[config.mk]
export PLATFORM = sky130hd
export DESIGN_NAME = merging_unit
export DESIGN_NICKNAME = d
export VERILOG_FILES = /design/src/rtl/merge_ctrl_pkg.sv /design/src/rtl/sort_types_pkg.sv /design/src/rtl/merging_unit.sv /design/src/rtl/merge_writeback.sv /design/src/rtl/merge_core.sv /design/src/rtl/chunk_reader.sv /design/src/rtl/working_ram.sv
export SDC_FILE = /design/constraint.sdc
export NUM_CORES = 2
export LEC_CHECK = 0
export ABC_AREA = 1
export BUFFER_PORTS_ARGS = -buffer_cell sky130_fd_sc_hd__buf_4
export CORE_MARGIN = 2
export CORE_UTILIZATION = 55
export DETAILED_ROUTE_END_ITERATION = 7
export PLACE_DENSITY = 0.72
export SLEW_MARGIN = 20
export SYNTH_ARGS = -nofsm -noshare
export SYNTH_HDL_FRONTEND = slang
export SYNTH_SLANG_ARGS = --single-unit
[constraint.sdc]
create_clock -name clock -period 4.43 [get_ports clock]
set_input_delay 0.886 -clock clock [delete_from_list [all_inputs] [get_ports clock]]
set_output_delay 0.886 -clock clock [all_outputs]
set_load 0.03 [all_outputs]
[src/rtl/merge_ctrl_pkg.sv]
// State encodings for the control FSMs of the merging unit.
// The sequencer, the chunk readers and the writeback buffer each use one enum.

package merge_ctrl_pkg;

    // Pass sequencer in the top level
    typedef enum logic [2:0] {
        merge_idle,
        merge_loading,
        merge_reading,
        merge_merging,
        merge_writeback
    } merge_state_t;

    typedef enum logic [1:0] {
        reader_idle,
        reader_fetch,
        reader_head_valid,
        reader_exhausted
    } reader_state_t;

    typedef enum logic {
        wb_collect,
        wb_copy
    } writeback_state_t;

endpackage

[src/rtl/sort_types_pkg.sv]
// Word and address types shared by the merge-sort datapath.
// Import into any module that carries list words, RAM addresses or lengths.

package sort_types_pkg;

    // One list element
    localparam int WORD_WIDTH = 16;
    typedef logic [WORD_WIDTH-1:0] word_t;

    // Addresses and lengths share one width so a length can serve as a base address
    localparam int ADDR_WIDTH = 16;
    typedef logic [ADDR_WIDTH-1:0] addr_t;

    // Count of words in a chunk or pass, zero means empty
    typedef logic [ADDR_WIDTH-1:0] len_t;

endpackage
[src/rtl/merging_unit.sv]
// Merge-sort unit for lists made of presorted chunks of BASE_CHUNK_SIZE words.
// Feed one word per in_valid with in_last on the final one; busy stays high
// until the sorted list has left on out_valid/out_data with out_last.

module merging_unit
    import sort_types_pkg::*;
    import merge_ctrl_pkg::*;
#(
    parameter int MAX_SORT_LENGTH = 32,
    parameter int BASE_CHUNK_SIZE = 8
) (
    input  logic  clock,
    input  logic  rst_n,
    input  logic  in_valid,
    input  word_t in_data,
    input  logic  in_last,
    output logic  busy,
    output logic  out_valid,
    output word_t out_data,
    output logic  out_last
);

    localparam len_t CHUNK_LEN = len_t'(BASE_CHUNK_SIZE);

    merge_state_t state;

    // The fill count doubles as the list length for the rest of the sort
    len_t fill_count;
    len_t prefix_len;
    len_t remain_len;
    len_t first_len;
    len_t next_len;
    len_t out_count;
    logic final_pass;
    logic reader_start;
    logic copy_start;

    addr_t ram_addr_a;
    word_t ram_wdata_a;
    logic  ram_we_a;
    word_t ram_rdata_a;
    addr_t ram_addr_b;
    word_t ram_rdata_b;

    word_t head_a;
    word_t head_b;
    logic  head_valid_a;
    logic  head_valid_b;
    logic  exhausted_a;
    logic  exhausted_b;
    logic  take_a;
    logic  take_b;
    addr_t read_addr_a;
    word_t merged;
    logic  merged_valid;
    logic  merge_done;

    addr_t wb_addr;
    word_t wb_data;
    logic  wb_enable;
    logic  copy_done;

    assign first_len    = (fill_count < CHUNK_LEN) ? fill_count : CHUNK_LEN;
    assign next_len     = (remain_len < CHUNK_LEN) ? remain_len : CHUNK_LEN;
    // Nothing is left once this pass has taken its chunk
    assign final_pass   = (remain_len == next_len);
    assign reader_start = (state == merge_reading);
    assign busy         = (state != merge_idle);

    always_ff @(posedge clock) begin
        if (!rst_n) begin
            state      <= merge_idle;
            fill_count <= '0;
            prefix_len <= '0;
            remain_len <= '0;
            out_count  <= '0;
            copy_start <= 1'b0;
        end else begin
            copy_start <= 1'b0;
            case (state)
                merge_idle: begin
                    out_count <= '0;
                    if (in_valid) begin
                        fill_count <= fill_count + 1'b1;
                        if (in_last) begin
                            state <= merge_loading;
                        end
                    end
                end
                merge_loading: begin
                    prefix_len <= first_len;
                    remain_len <= fill_count - first_len;
                    state      <= merge_reading;
                end
                merge_reading: begin
                    state <= merge_merging;
                end
                merge_merging: begin
                    if (out_valid) begin
                        out_count <= out_count + 1'b1;
                    end
                    if (out_last) begin
                        fill_count <= '0;
                        state      <= merge_idle;
                    end else if (merge_done && !final_pass) begin
                        copy_start <= 1'b1;
                        state      <= merge_writeback;
                    end
                end
                merge_writeback: begin
                    // The prefix grows by the chunk that was just merged in
                    if (copy_done) begin
                        prefix_len <= prefix_len + next_len;
                        remain_len <= remain_len - next_len;
                        state      <= merge_reading;
                    end
                end
                default: begin
                    state <= merge_idle;
                end
            endcase
        end
    end

    // Port a belongs to the input side, reader a or the writeback buffer
    always_comb begin
        ram_addr_a  = '0;
        ram_wdata_a = wb_data;
        ram_we_a    = 1'b0;
        case (state)
            merge_idle: begin
                ram_addr_a  = addr_t'(fill_count);
                ram_wdata_a = in_data;
                ram_we_a    = in_valid;
            end
            merge_reading, merge_merging: begin
                ram_addr_a = read_addr_a;
            end
            merge_writeback: begin
                ram_addr_a = wb_addr;
                ram_we_a   = wb_enable;
            end
            default: begin
                ram_addr_a = '0;
            end
        endcase
    end

    assign out_valid = merged_valid & final_pass & (state == merge_merging);
    assign out_data  = merged;
    assign out_last  = out_valid & (out_count == fill_count - 1'b1);

    working_ram #(
        .MAX_SORT_LENGTH(MAX_SORT_LENGTH)
    ) u_working_ram (
        .clock   (clock),
        .addr_a  (ram_addr_a),
        .wdata_a (ram_wdata_a),
        .we_a    (ram_we_a),
        .rdata_a (ram_rdata_a),
        .addr_b  (ram_addr_b),
        .rdata_b (ram_rdata_b)
    );

    chunk_reader u_reader_a (
        .clock      (clock),
        .rst_n      (rst_n),
        .start      (reader_start),
        .base       ('0),
        .length     (prefix_len),
        .take       (take_a),
        .read_addr  (read_addr_a),
        .read_data  (ram_rdata_a),
        .head       (head_a),
        .head_valid (head_valid_a),
        .exhausted  (exhausted_a)
    );

    chunk_reader u_reader_b (
        .clock      (clock),
        .rst_n      (rst_n),
        .start      (reader_start),
        .base       (addr_t'(prefix_len)),
        .length     (next_len),
        .take       (take_b),
        .read_addr  (ram_addr_b),
        .read_data  (ram_rdata_b),
        .head       (head_b),
        .head_valid (head_valid_b),
        .exhausted  (exhausted_b)
    );

    merge_core u_merge_core (
        .clock        (clock),
        .rst_n        (rst_n),
        .head_a       (head_a),
        .head_b       (head_b),
        .valid_a      (head_valid_a),
        .valid_b      (head_valid_b),
        .exhausted_a  (exhausted_a),
        .exhausted_b  (exhausted_b),
        .take_a       (take_a),
        .take_b       (take_b),
        .merged       (merged),
        .merged_valid (merged_valid),
        .merge_done   (merge_done)
    );

    // Words of a non-final pass go to the writeback buffer
    merge_writeback #(
        .MAX_SORT_LENGTH(MAX_SORT_LENGTH)
    ) u_merge_writeback (
        .clock        (clock),
        .rst_n        (rst_n),
        .merged       (merged),
        .merged_valid (merged_valid & !final_pass),
        .copy_start   (copy_start),
        .write_addr   (wb_addr),
        .write_data   (wb_data),
        .write_enable (wb_enable),
        .copy_done    (copy_done)
    );

    a_fill_in_range: assert property (@(posedge clock) disable iff (!rst_n)
        fill_count <= len_t'(MAX_SORT_LENGTH));

endmodule

[src/rtl/merge_writeback.sv]
// Collects the words of one merge pass and then copies them back into the
// working RAM from address zero. Pulse copy_start after the pass; copy_done
// follows the last write.

module merge_writeback
    import sort_types_pkg::*;
    import merge_ctrl_pkg::*;
#(
    parameter int MAX_SORT_LENGTH = 32
) (
    input  logic  clock,
    input  logic  rst_n,
    input  word_t merged,
    input  logic  merged_valid,
    input  logic  copy_start,
    output addr_t write_addr,
    output word_t write_data,
    output logic  write_enable,
    output logic  copy_done
);

    localparam int IDX_WIDTH = $clog2(MAX_SORT_LENGTH);

    writeback_state_t state;

    word_t buffer [MAX_SORT_LENGTH];
    len_t  count;
    addr_t copy_addr;

    assign write_addr   = copy_addr;
    assign write_data   = buffer[copy_addr[IDX_WIDTH-1:0]];
    assign write_enable = (state == wb_copy);

    always_ff @(posedge clock) begin
        if (!rst_n) begin
            state     <= wb_collect;
            count     <= '0;
            copy_addr <= '0;
            copy_done <= 1'b0;
        end else begin
            copy_done <= 1'b0;
            case (state)
                wb_collect: begin
                    if (merged_valid) begin
                        count <= count + 1'b1;
                    end
                    if (copy_start) begin
                        state     <= wb_copy;
                        copy_addr <= '0;
                    end
                end
                wb_copy: begin
                    // One write per cycle until the collected count is used up
                    if (copy_addr == addr_t'(count - 1'b1)) begin
                        state     <= wb_collect;
                        count     <= '0;
                        copy_addr <= '0;
                        copy_done <= 1'b1;
                    end else begin
                        copy_addr <= copy_addr + 1'b1;
                    end
                end
                default: begin
                    state <= wb_collect;
                end
            endcase
        end
    end

    always_ff @(posedge clock) begin
        if (state == wb_collect && merged_valid) begin
            buffer[count[IDX_WIDTH-1:0]] <= merged;
        end
    end

endmodule

[src/rtl/merge_core.sv]
// Compares the heads of two chunk readers and emits the smaller word each time.
// merged/merged_valid carry the result one cycle after the take, and
// merge_done pulses once when both readers have run dry.

module merge_core
    import sort_types_pkg::*;
(
    input  logic  clock,
    input  logic  rst_n,
    input  word_t head_a,
    input  word_t head_b,
    input  logic  valid_a,
    input  logic  valid_b,
    input  logic  exhausted_a,
    input  logic  exhausted_b,
    output logic  take_a,
    output logic  take_b,
    output word_t merged,
    output logic  merged_valid,
    output logic  merge_done
);

    logic side_a_ready;
    logic side_b_ready;
    logic can_decide;
    logic both_exhausted;
    logic both_exhausted_q;

    // A side is settled once it shows a head or has nothing left
    assign side_a_ready = valid_a | exhausted_a;
    assign side_b_ready = valid_b | exhausted_b;
    assign can_decide   = side_a_ready & side_b_ready & (valid_a | valid_b);

    // Equal heads go to side a, which keeps the merge stable
    assign take_a = can_decide & valid_a & (!valid_b | (head_a <= head_b));
    assign take_b = can_decide & valid_b & !take_a;

    assign both_exhausted = exhausted_a & exhausted_b;

    always_ff @(posedge clock) begin
        if (!rst_n) begin
            merged_valid     <= 1'b0;
            merge_done       <= 1'b0;
            both_exhausted_q <= 1'b0;
        end else begin
            merged_valid     <= take_a | take_b;
            // The rising edge of both_exhausted marks the end of the pass
            merge_done       <= both_exhausted & !both_exhausted_q;
            both_exhausted_q <= both_exhausted;
        end
    end

    always_ff @(posedge clock) begin
        if (take_a) begin
            merged <= head_a;
        end else if (take_b) begin
            merged <= head_b;
        end
    end

    // The done pulse comes in the cycle right after the last merged word
    a_done_after_last_word: assert property (@(posedge clock) disable iff (!rst_n)
        merge_done |-> $past(merged_valid));

endmodule

[src/rtl/chunk_reader.sv]
// Walks one ascending chunk of the working RAM and exposes its smallest
// unread word as a head. Pulse start with base and length, then pulse take
// to consume the head; the next head follows two cycles later.

module chunk_reader
    import sort_types_pkg::*;
    import merge_ctrl_pkg::*;
(
    input  logic  clock,
    input  logic  rst_n,
    input  logic  start,
    input  addr_t base,
    input  len_t  length,
    input  logic  take,
    output addr_t read_addr,
    input  word_t read_data,
    output word_t head,
    output logic  head_valid,
    output logic  exhausted
);

    reader_state_t state;

    // Address of the next unread word and how many words remain unread
    addr_t next_addr;
    len_t  remain;

    // The address goes out in the same cycle as start or take, so the RAM
    // result is ready in the following fetch cycle
    assign read_addr  = start ? base : next_addr;
    assign head_valid = (state == reader_head_valid);
    assign exhausted  = (state == reader_exhausted);

    always_ff @(posedge clock) begin
        if (!rst_n) begin
            state     <= reader_idle;
            next_addr <= '0;
            remain    <= '0;
        end else if (start) begin
            next_addr <= base + 1'b1;
            if (length == '0) begin
                state  <= reader_exhausted;
                remain <= '0;
            end else begin
                state  <= reader_fetch;
                remain <= length - 1'b1;
            end
        end else begin
            case (state)
                reader_fetch: begin
                    state <= reader_head_valid;
                end
                reader_head_valid: begin
                    if (take) begin
                        if (remain == '0) begin
                            state <= reader_exhausted;
                        end else begin
                            state     <= reader_fetch;
                            next_addr <= next_addr + 1'b1;
                            remain    <= remain - 1'b1;
                        end
                    end
                end
                default: begin
                    state <= state;
                end
            endcase
        end
    end

    always_ff @(posedge clock) begin
        if (state == reader_fetch) begin
            head <= read_data;
        end
    end

    // The merge core may only consume a head that is on display
    a_take_needs_head: assert property (@(posedge clock) disable iff (!rst_n)
        take |-> head_valid);

endmodule

[src/rtl/working_ram.sv]
// Working storage for the list being sorted.
// Port a reads and writes, port b only reads, both with one cycle of read latency.

module working_ram
    import sort_types_pkg::*;
#(
    parameter int MAX_SORT_LENGTH = 32
) (
    input  logic  clock,
    input  addr_t addr_a,
    input  word_t wdata_a,
    input  logic  we_a,
    output word_t rdata_a,
    input  addr_t addr_b,
    output word_t rdata_b
);

    localparam int IDX_WIDTH = $clog2(MAX_SORT_LENGTH);

    word_t mem [MAX_SORT_LENGTH];

    // Only the low address bits select a location
    logic [IDX_WIDTH-1:0] idx_a;
    logic [IDX_WIDTH-1:0] idx_b;

    assign idx_a = addr_a[IDX_WIDTH-1:0];
    assign idx_b = addr_b[IDX_WIDTH-1:0];

    // A read on port a during a write returns the old contents
    always_ff @(posedge clock) begin
        if (we_a) begin
            mem[idx_a] <= wdata_a;
        end
        rdata_a <= mem[idx_a];
    end

    always_ff @(posedge clock) begin
        rdata_b <= mem[idx_b];
    end

    a_write_in_range: assert property (@(posedge clock)
        we_a |-> (addr_a < addr_t'(MAX_SORT_LENGTH)));

endmodule

==> impl_results.md <==
- First-pass GRT wire length: 251000 um
- Sw Ratio: 25.2%
- First drt pass iteration count: 6
- Clock power frac: 40.6%
- Share of the synthesized area in the top cell type: 55.9%
- Fmax: 238 MHz
- Final min period: 4.19 ns
- CP Launch Type: register
- Share of post-route cells with drive strength above 1: 8.09%
- Pin count of the biggest net entering global routing: 129
- Antenna violations before repair: 2
- Hold-fix buffers, CTS: 0
- Die Width: 328 um
- Setup CP Type: register to primary output
- MaxCap Viol Count: 0
- Post-synth ARST share: 0%
- Slew Viols, Final: 0
- Fillers: 8141
- Met1 WL: 65500 um
- P_leak: 23.5 nW
- Avg Cell Area, Syn: 9.92 um^2
- Worst Max-Slew Pin Slew: 1.17 ns
- CP endpoint kind: primary output
- Register share of total power: 49.5%
- Pwr/cell area: 420 mW/mm^2
- Ports: 39
- Critical path's slowest cell: nor2_4
- Clk sinks: 1260
- Met3 wire len: 18200 um
- Clk root buf: clkbuf_16
- Family with the most delay on the worst path: simple AND/OR/NAND/NOR gates
- CTS tree: done
- Area growth from synthesis to layout: 11.6%
- Max FO, Critical Path: 19
- Die Area: 0.107 mm^2
- Synthesized instance count: 5807
- Met2 wire length: 76200 um
- Setup TNS: 0 ns
- CTS max path bufs: 3
- Top layer in use: met4
- Most used cell, CP: nor2_1
- Yosys reg bits: 1260
- Tot GR Track Use: 30.4%
- Post_cts resized: 0
- Row cnt: 118
- Routed vias/inst: 6.21
- Most frequent cell after synthesis: nand2_1
- Routed wire per std cell: 22.7 um
- Endpoints failing hold: 0
- Num CTS Buffers: 133
- Peak supply drop: 0.416 mV
- Detailed Route WL: 166000 um
- Total setup buffers inserted after CTS: 0
- # port buffers: 38
- Synth top cells by count: 1235 x nand2_1, 1072 x edfxtp_1, 807 x nor2_1
- Number of synthesized flops with an enable pin: 1072
- GP Congestion: 0.919
- CTS clk-pin slew, worst paths: 0.06 ns
- Syn. warnings: 0
- Final setup fails: 0
- Netlist Area Pre-Place: 0.0576 mm^2
- Switch Pwr: 0.00680 W
- Status: finished, final reports clean
- Comb power frac: 9.9%
- Clk_lat worst skew: 0.76 ns
- Total Nets Final: 5903
- Total grt overflow: 0
- Leading post-synthesis cells by cell area: edfxtp_1 56%, nand2_1 8.0%, dfxtp_1 6.5%
- H-tree levels: 4
- WP data arrival: 3.31 ns
- Clock Skew: 0.0299 ns
- DRC: 0
- Slew headroom: 21.9%
- WP data required: 3.54 ns
- Violation count after the first detailed-route iteration: 6567
- Post-synth cell types: 51
- Crit share post-route: 94.7%
- Slowest stage delay, CP: 0.47 ns
- Vias in the first global route: 42.2k
- Main synth FF type: edfxtp_1
- Die height: 328 um
- Cell Chain, Critical Path: nand2_1, nor2_4, inv_2, nor2_1, nand3_2, nor2_1, nand2_4, inv_1, buf_4
- Initial Utilization: 55.5%
- Post-synthesis sequential area ratio: 62.4%
- CP bufs+invs: 3
- Core area: 0.104 mm^2
- Dpl hpwl: 102000 um
- DRT antenna net count: 0
- RSZ-0062 raised after global routing: no
- Worst min-delay path category: register to register
- Int Pwr: 0.0202 W
- Area leader, netlist: edfxtp_1
- Utilization after layout: 62.0%
- # diodes: 0
- Via count: 45.5k
-- power by group through the flow --
stage          Sequential (W)  Clock, W  Combinational, W
5_1_grt                0.0134    0.0115           0.00291
3_3_place_gp           0.0136         0           0.00255
4_1_cts                0.0134    0.0110           0.00260
6_report               0.0134    0.0110           0.00268
3_5_place_dp           0.0136         0           0.00258
2_1_floorplan          0.0135         0           0.00175
-- cells by family (layout without fill, tap and decap cells) --
logic type,count (synthesis),in the layout,share of synthesized area [%]
xor gates and xnor gates,94,94,1.43
adders and majority gates,50,50,1.10
buffers and inverters,579,704,3.91
AOI/OAI and AO/OA,1365,1365,13.9
other,2,13,0.0130
and+or+nand+nor,2457,2457,17.3
DFF,1260,1260,62.4
-- final cells by class --
type | count | area (um^2) | area share (%)
timing repair buffer | 223 | 1850 | 2.88
sequential | 1260 | 36000 | 55.9
tap | 1380 | 1730 | 2.68
clock buffer | 171 | 3560 | 5.54
clock inverter | 74 | 726 | 1.13
inverter | 236 | 902 | 1.40
multi-input combinational | 3979 | 19600 | 30.4
-- layer usage --
metal  GRT usage, %  vias up
li1               -    20600
met1           42.5    21700
met2           47.6     2750
met3           5.31      434
met4           11.8        0
met5              0        -
-- registers in the layout, indices dropped and copies added (netlist names), 2 cells and up, named ones only --
name / count
u_merge_core.merged: 16
state: 3
prefix_len: 16
u_merge_writeback.buffer: 512
u_reader_b.state: 2
u_reader_a.head: 16
u_working_ram.rdata_b: 16
u_reader_a.next_addr: 5
u_merge_writeback.write_addr: 16
u_working_ram.mem: 512
u_reader_b.remain: 16
u_reader_a.remain: 16
u_reader_b.next_addr: 5
u_working_ram.rdata_a: 16
remain_len: 16
u_reader_b.head: 16
u_reader_a.state: 2
out_count: 16
fill_count: 16
u_merge_writeback.count: 16
-- cell usage in the layout, fill, tap and decap left out, types with 5 or more instances in the layout --
master / instances
nand2_1: 1235
edfxtp_1: 1072
nor2_1: 792
o21ai_0: 545
nand3_1: 265
a22oi_1: 253
a21oi_1: 246
inv_1: 216
buf_4: 209
o22ai_1: 196
dfxtp_1: 184
clkbuf_16: 135
xor2_1: 62
nor3_1: 54
ha_1: 49
a211oi_1: 34
clkinv_1: 34
xnor2_1: 32
clkbuf_1: 31
o221ai_1: 26
nand4_1: 24
nand3b_1: 22
o21ai_1: 17
clkinv_2: 17
nor2_2: 16
nor4_1: 16
o211ai_1: 14
buf_12: 14
inv_2: 13
or2_2: 13
conb_1: 13
a31oi_1: 11
bufinv_16: 9
nor3_2: 6
inv_6: 6
clkbuf_8: 5
-- per-stage QoR --
stage          cells  setup WS [ns]  total power (W)  instance area, um^2  hold WS (ns)
4_1_cts         7323         0.0762           0.0270                64300         0.398
6_report        7323          0.237           0.0270                64300         0.401
3_5_place_dp    7078          0.670           0.0162                60000         0.400
5_1_grt         7323        0.00687           0.0278                64300         0.423
3_3_place_gp    7078          0.696           0.0162                60000         0.385
2_1_floorplan   5818           1.56           0.0152                57700         0.376
-- path summary, 6_finish.rpt --
| path | from | end | slack (ns) | cells after the start |
|---|---|---|---|---|
| setup / recovery | state[1] | out_last | 0.24 | 9 |
| hold / removal | u_merge_core.both_exhausted_q | u_merge_core.merge_done | 0.40 | 1 |
| setup reg to reg | state[2] | u_reader_b.next_addr[4] | 0.55 | 10 |
| hold reg to reg | u_merge_core.both_exhausted_q | u_merge_core.merge_done | 0.40 | 1 |
Note: power is estimated with default switching activity, not from simulation.
